[src/verilog/control_pkg.sv]
package control_pkg;

    // microword layout
    localparam int INSTR_WIDTH = 24;
    localparam int CTRL_HI = 23;
    localparam int CTRL_LO = 21;
    localparam int TARG_HI = 20;
    localparam int TARG_LO = 16;
    localparam int LDEV_HI = 12;
    localparam int LDEV_LO = 9;
    localparam int RDEV_HI = 8;
    localparam int RDEV_LO = 5;
    localparam int ALUOP_HI = 4;
    localparam int ALUOP_LO = 0;

    localparam int CTRL_WIDTH = CTRL_HI - CTRL_LO + 1;
    localparam int TDEV_WIDTH = TARG_HI - TARG_LO + 1;
    localparam int DEV_WIDTH = LDEV_HI - LDEV_LO + 1;

    localparam int PC_WIDTH = 16;
    localparam int RAM_DEPTH = 256;
    localparam int RAM_ADDR_WIDTH = 8;

    // opcode classes
    localparam logic [CTRL_WIDTH-1:0] OP_ALU        = 3'd0;
    localparam logic [CTRL_WIDTH-1:0] OP_CONST8     = 3'd1;
    localparam logic [CTRL_WIDTH-1:0] OP_NOP2       = 3'd2; // no 16-bit load here
    localparam logic [CTRL_WIDTH-1:0] OP_NOP3       = 3'd3;
    localparam logic [CTRL_WIDTH-1:0] OP_ROM_DIRECT = 3'd4;
    localparam logic [CTRL_WIDTH-1:0] OP_RAM_DIRECT = 3'd5;
    localparam logic [CTRL_WIDTH-1:0] OP_STORE_RAM  = 3'd6;
    localparam logic [CTRL_WIDTH-1:0] OP_NOP7       = 3'd7;

    // bus sources, 8..15 read as zero
    localparam logic [DEV_WIDTH-1:0] DEV_REG_A   = 4'd0;
    localparam logic [DEV_WIDTH-1:0] DEV_REG_B   = 4'd1;
    localparam logic [DEV_WIDTH-1:0] DEV_REG_C   = 4'd2;
    localparam logic [DEV_WIDTH-1:0] DEV_REG_D   = 4'd3;
    localparam logic [DEV_WIDTH-1:0] DEV_RAM     = 4'd4;
    localparam logic [DEV_WIDTH-1:0] DEV_ROM     = 4'd5;
    localparam logic [DEV_WIDTH-1:0] DEV_INSTREG = 4'd6;
    localparam logic [DEV_WIDTH-1:0] DEV_ZERO    = 4'd7;

    // write targets
    localparam logic [TDEV_WIDTH-1:0] TDEV_REG_A = 5'd0;
    localparam logic [TDEV_WIDTH-1:0] TDEV_REG_B = 5'd1;
    localparam logic [TDEV_WIDTH-1:0] TDEV_REG_C = 5'd2;
    localparam logic [TDEV_WIDTH-1:0] TDEV_REG_D = 5'd3;
    localparam logic [TDEV_WIDTH-1:0] TDEV_RAM   = 5'd4;
    localparam logic [TDEV_WIDTH-1:0] TDEV_PC    = 5'd5;
    localparam logic [TDEV_WIDTH-1:0] TDEV_OUT   = 5'd6;
    localparam logic [TDEV_WIDTH-1:0] TDEV_HALT  = 5'd7;
    localparam logic [TDEV_WIDTH-1:0] TDEV_NONE  = 5'd31;

endpackage : control_pkg

[src/verilog/alu_pkg.sv]
package alu_pkg;

    localparam int DATA_WIDTH = 8;
    localparam int ALUOP_WIDTH = 5;

    // operation codes, 10..31 give zero
    localparam logic [ALUOP_WIDTH-1:0] ALUOP_PASSA = 5'd0;
    localparam logic [ALUOP_WIDTH-1:0] ALUOP_PASSB = 5'd1;
    localparam logic [ALUOP_WIDTH-1:0] ALUOP_ADD   = 5'd2;
    localparam logic [ALUOP_WIDTH-1:0] ALUOP_SUB   = 5'd3;
    localparam logic [ALUOP_WIDTH-1:0] ALUOP_AND   = 5'd4;
    localparam logic [ALUOP_WIDTH-1:0] ALUOP_OR    = 5'd5;
    localparam logic [ALUOP_WIDTH-1:0] ALUOP_XOR   = 5'd6;
    localparam logic [ALUOP_WIDTH-1:0] ALUOP_NOTA  = 5'd7;
    localparam logic [ALUOP_WIDTH-1:0] ALUOP_SHL   = 5'd8;
    localparam logic [ALUOP_WIDTH-1:0] ALUOP_SHR   = 5'd9;

endpackage : alu_pkg

[src/verilog/decode_if.sv]
`timescale 1ns/1ps

interface decode_if;

    logic [control_pkg::TDEV_WIDTH-1:0] targ_dev;
    logic [control_pkg::DEV_WIDTH-1:0] lbus_dev;
    logic [control_pkg::DEV_WIDTH-1:0] rbus_dev;
    logic [alu_pkg::ALUOP_WIDTH-1:0] alu_op;

    modport decoder (
        output targ_dev, lbus_dev, rbus_dev, alu_op
    );

    modport datapath (
        input targ_dev, lbus_dev, rbus_dev, alu_op
    );

    // sequencer only cares about pc, out and halt targets
    modport control (
        input targ_dev
    );

endinterface : decode_if

[src/verilog/op_decoder.sv]
`timescale 1ns/1ps

module op_decoder (
    input logic [control_pkg::INSTR_WIDTH-1:0] instr,
    decode_if.decoder dec
);

    logic [control_pkg::CTRL_WIDTH-1:0] ctrl;
    logic [control_pkg::TDEV_WIDTH-1:0] instr_targ;
    logic [control_pkg::DEV_WIDTH-1:0] instr_ldev;
    logic [control_pkg::DEV_WIDTH-1:0] instr_rdev;
    logic [control_pkg::DEV_WIDTH-1:0] store_src;
    logic [alu_pkg::ALUOP_WIDTH-1:0] instr_aluop;

    // field split
    assign ctrl        = instr[control_pkg::CTRL_HI:control_pkg::CTRL_LO];
    assign instr_targ  = instr[control_pkg::TARG_HI:control_pkg::TARG_LO];
    assign instr_ldev  = instr[control_pkg::LDEV_HI:control_pkg::LDEV_LO];
    assign instr_rdev  = instr[control_pkg::RDEV_HI:control_pkg::RDEV_LO];
    assign instr_aluop = instr[control_pkg::ALUOP_HI:control_pkg::ALUOP_LO];

    // store reuses the low bits of the target field as source register
    assign store_src = instr[control_pkg::TARG_LO+control_pkg::DEV_WIDTH-1:control_pkg::TARG_LO];

    always_comb begin
        // no-op selection unless a class overrides it
        dec.targ_dev = control_pkg::TDEV_NONE;
        dec.lbus_dev = control_pkg::DEV_ZERO;
        dec.rbus_dev = control_pkg::DEV_ZERO;
        dec.alu_op   = alu_pkg::ALUOP_PASSA;

        case (ctrl)
            control_pkg::OP_ALU: begin
                dec.targ_dev = instr_targ;
                dec.lbus_dev = instr_ldev;
                dec.rbus_dev = instr_rdev;
                dec.alu_op   = instr_aluop;
            end
            control_pkg::OP_CONST8: begin
                dec.targ_dev = instr_targ;
                dec.rbus_dev = control_pkg::DEV_INSTREG; // immediate byte
                dec.alu_op   = alu_pkg::ALUOP_PASSB;
            end
            control_pkg::OP_ROM_DIRECT: begin
                dec.targ_dev = instr_targ;
                dec.rbus_dev = control_pkg::DEV_ROM;
                dec.alu_op   = alu_pkg::ALUOP_PASSB;
            end
            control_pkg::OP_RAM_DIRECT: begin
                dec.targ_dev = instr_targ;
                dec.rbus_dev = control_pkg::DEV_RAM;
                dec.alu_op   = alu_pkg::ALUOP_PASSB;
            end
            control_pkg::OP_STORE_RAM: begin
                dec.targ_dev = control_pkg::TDEV_RAM; // target forced
                dec.lbus_dev = store_src;
            end
            control_pkg::OP_NOP2,
            control_pkg::OP_NOP3,
            control_pkg::OP_NOP7: begin
                dec.targ_dev = control_pkg::TDEV_NONE;
            end
            default: begin
                dec.targ_dev = control_pkg::TDEV_NONE;
            end
        endcase
    end

endmodule : op_decoder

[src/verilog/alu.sv]
`timescale 1ns/1ps

module alu (
    input  logic [alu_pkg::DATA_WIDTH-1:0] a,
    input  logic [alu_pkg::DATA_WIDTH-1:0] b,
    input  logic [alu_pkg::ALUOP_WIDTH-1:0] op,
    output logic [alu_pkg::DATA_WIDTH-1:0] result
);

    always_comb begin
        case (op)
            alu_pkg::ALUOP_PASSA: begin
                result = a;
            end
            alu_pkg::ALUOP_PASSB: begin
                result = b;
            end
            alu_pkg::ALUOP_ADD: begin
                result = a + b; // carry dropped, no flags
            end
            alu_pkg::ALUOP_SUB: begin
                result = a - b;
            end
            alu_pkg::ALUOP_AND: begin
                result = a & b;
            end
            alu_pkg::ALUOP_OR: begin
                result = a | b;
            end
            alu_pkg::ALUOP_XOR: begin
                result = a ^ b;
            end
            alu_pkg::ALUOP_NOTA: begin
                result = ~a;
            end
            alu_pkg::ALUOP_SHL: begin
                result = {a[alu_pkg::DATA_WIDTH-2:0], 1'b0};
            end
            alu_pkg::ALUOP_SHR: begin
                result = {1'b0, a[alu_pkg::DATA_WIDTH-1:1]};
            end
            default: begin
                result = '0; // unassigned codes
            end
        endcase
    end

endmodule : alu

[src/verilog/device_bank.sv]
`timescale 1ns/1ps

module device_bank (
    input  logic clk,
    input  logic arst_n,
    decode_if.datapath dec,
    input  logic [control_pkg::INSTR_WIDTH-1:0] instr,
    input  logic [alu_pkg::DATA_WIDTH-1:0] rom_operand,
    input  logic write_en,
    output logic [alu_pkg::DATA_WIDTH-1:0] alu_result
);

    logic [alu_pkg::DATA_WIDTH-1:0] regs [4];
    logic [alu_pkg::DATA_WIDTH-1:0] ram [control_pkg::RAM_DEPTH];
    logic [control_pkg::RAM_ADDR_WIDTH-1:0] ram_addr;
    logic [alu_pkg::DATA_WIDTH-1:0] ram_rdata;
    logic [alu_pkg::DATA_WIDTH-1:0] lbus;
    logic [alu_pkg::DATA_WIDTH-1:0] rbus;

    assign ram_addr  = instr[control_pkg::RAM_ADDR_WIDTH-1:0];
    assign ram_rdata = ram[ram_addr]; // async read

    // same source decode for both buses
    function automatic logic [alu_pkg::DATA_WIDTH-1:0] bus_src(
        input logic [control_pkg::DEV_WIDTH-1:0] dev
    );
        case (dev)
            control_pkg::DEV_REG_A:   return regs[0];
            control_pkg::DEV_REG_B:   return regs[1];
            control_pkg::DEV_REG_C:   return regs[2];
            control_pkg::DEV_REG_D:   return regs[3];
            control_pkg::DEV_RAM:     return ram_rdata;
            control_pkg::DEV_ROM:     return rom_operand;
            control_pkg::DEV_INSTREG: return instr[alu_pkg::DATA_WIDTH-1:0];
            control_pkg::DEV_ZERO:    return '0;
            default:                  return '0;
        endcase
    endfunction

    always_comb begin
        lbus = bus_src(dec.lbus_dev);
        rbus = bus_src(dec.rbus_dev);
    end

    alu u_alu (
        .a      (lbus),
        .b      (rbus),
        .op     (dec.alu_op),
        .result (alu_result)
    );

    always_ff @(posedge clk or negedge arst_n) begin
        if (!arst_n) begin
            regs <= '{default: '0};
        end else if (write_en) begin
            case (dec.targ_dev)
                control_pkg::TDEV_REG_A: regs[0] <= alu_result;
                control_pkg::TDEV_REG_B: regs[1] <= alu_result;
                control_pkg::TDEV_REG_C: regs[2] <= alu_result;
                control_pkg::TDEV_REG_D: regs[3] <= alu_result;
                default: ; // not a register target
            endcase
        end
    end

    always_ff @(posedge clk) begin
        if (write_en && dec.targ_dev == control_pkg::TDEV_RAM) begin
            ram[ram_addr] <= alu_result;
        end
    end

endmodule : device_bank

[src/verilog/sequencer.sv]
`timescale 1ns/1ps

module sequencer (
    input  logic clk,
    input  logic arst_n,
    decode_if.control dec,
    input  logic [control_pkg::INSTR_WIDTH-1:0] wb_dat_i,
    input  logic wb_ack,
    input  logic [alu_pkg::DATA_WIDTH-1:0] alu_result,
    output logic wb_cyc,
    output logic wb_stb,
    output logic wb_we,
    output logic [control_pkg::PC_WIDTH-1:0] wb_adr,
    output logic [control_pkg::INSTR_WIDTH-1:0] instr,
    output logic [alu_pkg::DATA_WIDTH-1:0] rom_operand,
    output logic write_en,
    output logic [alu_pkg::DATA_WIDTH-1:0] out_data,
    output logic out_valid,
    output logic halted
);

    typedef enum logic [1:0] {
        FETCH,
        OPERAND,
        WRITE,
        HALT
    } state_t;

    state_t state;
    state_t state_nxt;
    logic [control_pkg::PC_WIDTH-1:0] pc;
    logic bus_done;
    logic need_operand;

    assign bus_done = wb_cyc && wb_ack;

    // instr not loaded yet at the fetch ack, so look at the bus word
    assign need_operand =
        wb_dat_i[control_pkg::CTRL_HI:control_pkg::CTRL_LO] == control_pkg::OP_ROM_DIRECT;

    always_comb begin
        state_nxt = state;
        case (state)
            FETCH: begin
                if (bus_done) begin
                    state_nxt = need_operand ? OPERAND : WRITE;
                end
            end
            OPERAND: begin
                if (bus_done) begin
                    state_nxt = WRITE;
                end
            end
            WRITE: begin
                state_nxt = (dec.targ_dev == control_pkg::TDEV_HALT) ? HALT : FETCH;
            end
            HALT: begin
                state_nxt = HALT; // only reset leaves
            end
            default: begin
                state_nxt = FETCH;
            end
        endcase
    end

    always_ff @(posedge clk or negedge arst_n) begin
        if (!arst_n) begin
            state  <= FETCH;
            wb_cyc <= 1'b0;
            pc     <= '0;
        end else begin
            state  <= state_nxt;
            wb_cyc <= (state_nxt == FETCH) || (state_nxt == OPERAND);
            if (write_en) begin
                if (dec.targ_dev == control_pkg::TDEV_PC) begin
                    pc <= {{(control_pkg::PC_WIDTH-alu_pkg::DATA_WIDTH){1'b0}}, alu_result};
                end else begin
                    pc <= pc + 1'b1;
                end
            end
        end
    end

    always_ff @(posedge clk) begin
        if (state == FETCH && bus_done) begin
            instr <= wb_dat_i;
        end
        if (state == OPERAND && bus_done) begin
            rom_operand <= wb_dat_i[alu_pkg::DATA_WIDTH-1:0]; // low byte only
        end
    end

    assign wb_stb = wb_cyc;
    assign wb_we  = 1'b0; // program memory is read-only
    assign wb_adr = (state == OPERAND) ? instr[control_pkg::PC_WIDTH-1:0] : pc;

    assign write_en  = (state == WRITE);
    assign out_data  = alu_result;
    assign out_valid = write_en && (dec.targ_dev == control_pkg::TDEV_OUT);
    assign halted    = (state == HALT);

endmodule : sequencer

[src/verilog/cpu_core.sv]
`timescale 1ns/1ps

module cpu_core (
    input  logic clk,
    input  logic arst_n,
    output logic wb_cyc,
    output logic wb_stb,
    output logic wb_we,
    output logic [control_pkg::PC_WIDTH-1:0] wb_adr,
    input  logic [control_pkg::INSTR_WIDTH-1:0] wb_dat_i,
    input  logic wb_ack,
    output logic [alu_pkg::DATA_WIDTH-1:0] out_data,
    output logic out_valid,
    output logic halted
);

    logic [control_pkg::INSTR_WIDTH-1:0] instr;
    logic [alu_pkg::DATA_WIDTH-1:0] rom_operand;
    logic [alu_pkg::DATA_WIDTH-1:0] alu_result;
    logic write_en;

    decode_if dec_bus ();

    sequencer u_sequencer (
        .clk         (clk),
        .arst_n      (arst_n),
        .dec         (dec_bus.control),
        .wb_dat_i    (wb_dat_i),
        .wb_ack      (wb_ack),
        .alu_result  (alu_result),
        .wb_cyc      (wb_cyc),
        .wb_stb      (wb_stb),
        .wb_we       (wb_we),
        .wb_adr      (wb_adr),
        .instr       (instr),
        .rom_operand (rom_operand),
        .write_en    (write_en),
        .out_data    (out_data),
        .out_valid   (out_valid),
        .halted      (halted)
    );

    op_decoder u_op_decoder (
        .instr (instr),
        .dec   (dec_bus.decoder)
    );

    device_bank u_device_bank (
        .clk         (clk),
        .arst_n      (arst_n),
        .dec         (dec_bus.datapath),
        .instr       (instr),
        .rom_operand (rom_operand),
        .write_en    (write_en),
        .alu_result  (alu_result)
    );

endmodule : cpu_core

[config.mk]
export PLATFORM = sky130hd
export DESIGN_NAME = cpu_core
export DESIGN_NICKNAME = d
export VERILOG_FILES = /design/src/verilog/control_pkg.sv /design/src/verilog/alu_pkg.sv /design/src/verilog/decode_if.sv /design/src/verilog/op_decoder.sv /design/src/verilog/alu.sv /design/src/verilog/device_bank.sv /design/src/verilog/sequencer.sv /design/src/verilog/cpu_core.sv
export SDC_FILE = /design/constraint.sdc
export NUM_CORES = 2
export LEC_CHECK = 0
export BUFFER_PORTS_ARGS = -buffer_cell sky130_fd_sc_hd__buf_2
export CAP_MARGIN = 20
export CORE_ASPECT_RATIO = 1.4
export CORE_UTILIZATION = 50
export CTS_CLUSTER_SIZE = 20
export DETAILED_ROUTE_END_ITERATION = 12
export MAX_ROUTING_LAYER = met4
export PLACE_DENSITY = 0.69
export SYNTH_ARGS = -nofsm -noshare
export SYNTH_HDL_FRONTEND = slang
export SYNTH_SLANG_ARGS = --single-unit
export TNS_END_PERCENT = 5
[constraint.sdc]
create_clock -name clk -period 13.55 [get_ports clk]
set_clock_uncertainty 0.05 [all_clocks]
set_input_delay 1.355 -clock clk [delete_from_list [all_inputs] [get_ports clk]]
set_output_delay 1.355 -clock clk [all_outputs]
set_load 0.03 [all_outputs]
==> flow_results.xml <==
<?xml version="1.0" encoding="UTF-8"?>
<metrics>
  <group name="synth">
    <metric name="netlist_area" unit="um^2">85590</metric>
    <metric name="ys_top_cells_by_area" unit="">edfxtp_1 73%, mux4_2 10%, mux2i_1 3.2%, a22oi_1 1.6%, dfrtp_1 1.5%</metric>
    <metric name="synth_simple_gate_area_share" unit="%">4.242</metric>
    <metric name="ys.warnings.count" unit="">0</metric>
    <metric name="yosysSeqAreaShare" unit="%">74.65</metric>
    <metric name="synth-xor-area-share" unit="%">0.2105</metric>
    <metric name="syn-mean-instance-area" unit="um^2">18.97</metric>
    <metric name="synth_cells" unit="">4512</metric>
    <metric name="async_reset_ff_share" unit="%">2.384</metric>
    <metric name="dominantRegCellSynth" unit="">edfxtp_1</metric>
    <metric name="synth.ff_latch_count" unit="">2139</metric>
    <metric name="mappedNetlistNets" unit="">4564</metric>
    <metric name="fraction_of_synthesized_area_in_multiplexers" unit="%">14.62</metric>
    <metric name="synth_cell_type_count" unit="">93</metric>
    <metric name="share_of_synthesized_cell_area_in_full_adder_half_adder_and_majority_cells" unit="%">0.3742</metric>
    <metric name="synthDominantCellAreaShare" unit="%">72.97</metric>
    <metric name="combinational_family_with_the_most_area_after_synthesis" unit="">multiplexers</metric>
    <metric name="synth-compound-area-share" unit="%">4.156</metric>
    <metric name="synth_enable_flop_cells" unit="">2080</metric>
    <metric name="synth_top_area_cell" unit="">edfxtp_1</metric>
  </group>
  <group name="critical_path">
    <metric name="cp.required" unit="ns">12.15</metric>
    <metric name="critical_path.startpoint_type" unit="">flip-flop</metric>
    <metric name="cp.arrival" unit="ns">8.99</metric>
    <metric name="endpoint_kind" unit="">output port</metric>
    <metric name="worstSetupPathType" unit="">reg -&gt; out</metric>
    <metric name="critical_path_peak_fanout" unit="">95</metric>
    <metric name="worst_r2r_path_depth" unit="">25</metric>
  </group>
  <group name="route">
    <metric name="routed_wire_length_per_instance" unit="um">35.06</metric>
    <metric name="vias_per_cell" unit="">6.556</metric>
    <metric name="routed-via-count" unit="">46252</metric>
    <metric name="drc" unit="">0</metric>
    <metric name="firstDrtPassIters" unit="">6</metric>
    <metric name="initialDrtViolationCount" unit="">6532</metric>
    <metric name="route.final.wire_length" unit="mm">247.4</metric>
    <metric name="postRouteAntennaNets" unit="">0</metric>
  </group>
  <group name="clock_tree">
    <metric name="cts_resized" unit="">0</metric>
    <metric name="root_buffer" unit="">clkbuf_16</metric>
    <metric name="clock_sink_count" unit="">2139</metric>
    <metric name="clkTransAtPathRegs" unit="ns">0.07</metric>
    <metric name="post-cts-setup-buffers" unit="">0</metric>
    <metric name="clock_tree.buffer_depth" unit="">3</metric>
    <metric name="cts_htree_levels" unit="">4</metric>
    <metric name="total_of_hold_buffers_inserted_after_clock_tree_synthesis" unit="">0</metric>
    <metric name="clk-insertion-delay-late" unit="ns">0.87</metric>
    <metric name="cts_inserted_buffers" unit="">189</metric>
    <metric name="tritoncts_clock_tree" unit="">built</metric>
  </group>
  <group name="global_routing">
    <metric name="grt_pass1_vias" unit="">45548</metric>
    <metric name="gr-usage-all-layers" unit="%">29.66</metric>
    <metric name="grt_max_degree" unit="">209</metric>
    <metric name="wire_length_of_the_first_global_routing_pass" unit="mm">345.9</metric>
    <metric name="initial_antenna_violation_count" unit="">5</metric>
    <metric name="grt.overflow.total" unit="">0</metric>
  </group>
  <group name="sta">
    <metric name="max_slew_margin" unit="%">3.444</metric>
    <metric name="hold_slack" unit="ns">0.4648</metric>
    <metric name="final_hold_viol_count" unit="">0</metric>
    <metric name="clock.fmax" unit="MHz">96.22</metric>
    <metric name="setup_viol" unit="">0</metric>
    <metric name="setup_total_negative_slack" unit="ns">0</metric>
    <metric name="setup_repair_after_global_routing_missed_its_margin" unit="">no</metric>
    <metric name="final.min_clock_period" unit="ns">10.39</metric>
    <metric name="final-max-slew-violation-count" unit="">0</metric>
    <metric name="timing_worst_slew_pin_value" unit="ns">1.448</metric>
    <metric name="final_min_period_over_clock_period" unit="%">76.70</metric>
  </group>
  <group name="floorplan">
    <metric name="chipHeight" unit="um">491.6</metric>
    <metric name="floorplan.initialDensity" unit="%">50.35</metric>
    <metric name="io_pins" unit="">56</metric>
    <metric name="core-area" unit="um^2">170000</metric>
    <metric name="die-area" unit="um^2">172900</metric>
    <metric name="rows" unit="">179</metric>
    <metric name="x_dimension_of_the_die" unit="um">351.7</metric>
  </group>
  <group name="placement">
    <metric name="placement.io_buffers" unit="">54</metric>
    <metric name="gp_routability_congestion" unit="">0.9772</metric>
    <metric name="dp_hpwl" unit="mm">159.8</metric>
    <metric name="numPlacedInstances" unit="">6700</metric>
  </group>
  <group name="final_layout">
    <metric name="area.sequential" unit="um^2">63920</metric>
    <metric name="area_growth_syn_to_layout" unit="%">10.61</metric>
    <metric name="area_taken_by_multi_input_logic_gates" unit="um^2">20240</metric>
    <metric name="filler_cell_count" unit="">12626</metric>
    <metric name="final_layout_size_suffix_gt1_share" unit="%">20.03</metric>
    <metric name="layoutNonFillerInstCount" unit="">7055</metric>
    <metric name="num-nets-final" unit="">4686</metric>
  </group>
  <group name="power">
    <metric name="power.static_leakage" unit="nW">30.63</metric>
    <metric name="power.net_switching" unit="W">0.005417</metric>
    <metric name="p_sw_share" unit="%">30.90</metric>
    <metric name="clock_share_of_power" unit="%">30.8</metric>
    <metric name="cell_internal_pwr" unit="W">0.01211</metric>
    <metric name="sequentialPowerShare" unit="%">45.3</metric>
    <metric name="irDropWorstVdd" unit="uV">156.2</metric>
    <metric name="comb_power_share" unit="%">23.9</metric>
    <metric name="power_density" unit="nW/um^2">185.2</metric>
  </group>
  <group name="hold_path">
    <metric name="worst_hold_path_cell_count" unit="">2</metric>
    <metric name="min_path_type" unit="">reg -&gt; reg</metric>
  </group>
  <group name="job">
    <metric name="cap_violations" unit="">0</metric>
  </group>
  <group name="status">
    <metric name="status" unit="">complete, no violations</metric>
  </group>
</metrics>
logic make-up after synthesis:
kind of cell | Yosys count
and+or+nand+nor | 813
buffers and inverters | 280
AOI/OAI and AO/OA | 496
muxes | 739
other | 1
DFF | 2139
xor gates and xnor gates | 19
adders and majority gates | 25
power by group through the flow:
| stage | clock network [W] | logic, W | registers (W) |
|---|---|---|---|
| after floorplan | 0 | 0.00255 | 0.00819 |
| after global placement | 0 | 0.00407 | 0.00807 |
| after detailed placement | 0 | 0.00411 | 0.00808 |
| after CTS | 0.00543 | 0.00412 | 0.00794 |
| after global routing | 0.00566 | 0.00431 | 0.00794 |
| final | 0.00540 | 0.00419 | 0.00794 |
worst max-delay path, cell delays in order, from the launching register on:
cell,delay [ns]
dfxtp_4,0.81
buf_4,0.79
mux2i_1,0.33
a22oi_1,0.38
a31oi_1,0.13
and4_1,0.26
nor2b_1,0.21
a311oi_1,0.94
a31oi_1,0.40
ha_1,0.40
nand2_1,0.05
o21ai_0,0.15
inv_1,0.09
ha_1,0.29
nor2b_1,0.12
o21ai_0,0.17
nand2b_1,0.11
a21o_1,0.22
a21oi_1,0.17
xor2_1,0.16
o21ai_0,0.09
a211o_1,0.26
a221oi_2,0.60
inv_8,0.32
buf_2,0.38
synth_stat cells, drive strengths merged, types with 15 or more instances:
library cell / n
mux2: 67
clkbuf: 98
a21oi: 92
inv: 32
nor2b: 35
a221oi: 29
nand4: 16
and3: 15
nand3: 94
mux2i: 271
o21ai: 58
buf: 150
edfxtp: 2080
nand2: 219
ha: 24
and2: 15
a31oi: 22
nor3: 17
a22oi: 179
nand2b: 18
dfrtp: 51
nor2: 338
mux4: 401
final cells by class:
type	instances	area share, %
Sequential cell	2139	67.51
Multi-Input combinational cell	2093	21.38
Clock buffer	221	5.190
Tap cell	2262	2.989
Timing Repair Buffer	179	1.477
Clock inverter	124	1.291
Inverter	32	0.1507
Antenna cell	5	0.01322
placed cells by master (no fill, tap or decap), types with 30 or more instances in the layout:
cell	synthesis	final
edfxtp_1	2080	2080
mux4_2	397	397
nor2_1	336	334
mux2i_1	271	271
nand2_1	219	219
clkbuf_16	0	192
a22oi_1	179	179
buf_4	52	105
nand3_1	94	94
a21oi_1	92	92
mux2_2	65	65
buf_2	71	55
o21ai_0	51	51
dfrtp_1	51	51
clkinv_1	0	44
clkinv_2	0	30
routing by layer:
layer	wire length, um	up-vias	GRT usage, %
li1	-	18619	-
met1	83470	23926	34.70
met2	121900	2974	47.00
met3	22590	733	5.437
met4	19460	0	19.49
met5	0	-	-
per-stage QoR:
stage	setup slack (ns)	power (W)	cell area, um^2	utilization (%)
6_report	3.157	0.01753	94680	55.70
3_5_place_dp	4.073	0.01219	88470	52.04
5_1_grt	2.878	0.01791	94680	55.70
2_1_floorplan	2.371	0.01074	85590	-
3_3_place_gp	4.186	0.01215	88410	52.01
4_1_cts	3.354	0.01748	94610	55.65
final timing paths:
| check | startpoint | to | slack [ns] |
|---|---|---|---|
| max in group asynchronous | arst_n | u_device_bank.regs[3] | 12.40 |
| min reg2reg | u_device_bank.regs[29] | u_device_bank.regs[29] | 0.46 |
| min | u_device_bank.regs[29] | u_device_bank.regs[29] | 0.46 |
| max reg2reg | flip-flop | u_device_bank.ram[52][6] | 3.89 |
| min in group asynchronous | arst_n | u_device_bank.regs[27] | 0.55 |
| max | flip-flop | out_data[5] | 3.16 |
flip-flops by register name (all words and copies together) (netlist names), named ones only:
| name | flops |
|---|---|
| u_device_bank.regs | 32 |
| u_sequencer.pc | 16 |
| u_sequencer.instr | 24 |
| u_sequencer.rom_operand | 8 |
| u_sequencer.wb_cyc | 1 |
| u_sequencer.state | 2 |
| u_device_bank.ram | 2048 |
No activity file was read; power rests on OpenSTA's default activity.
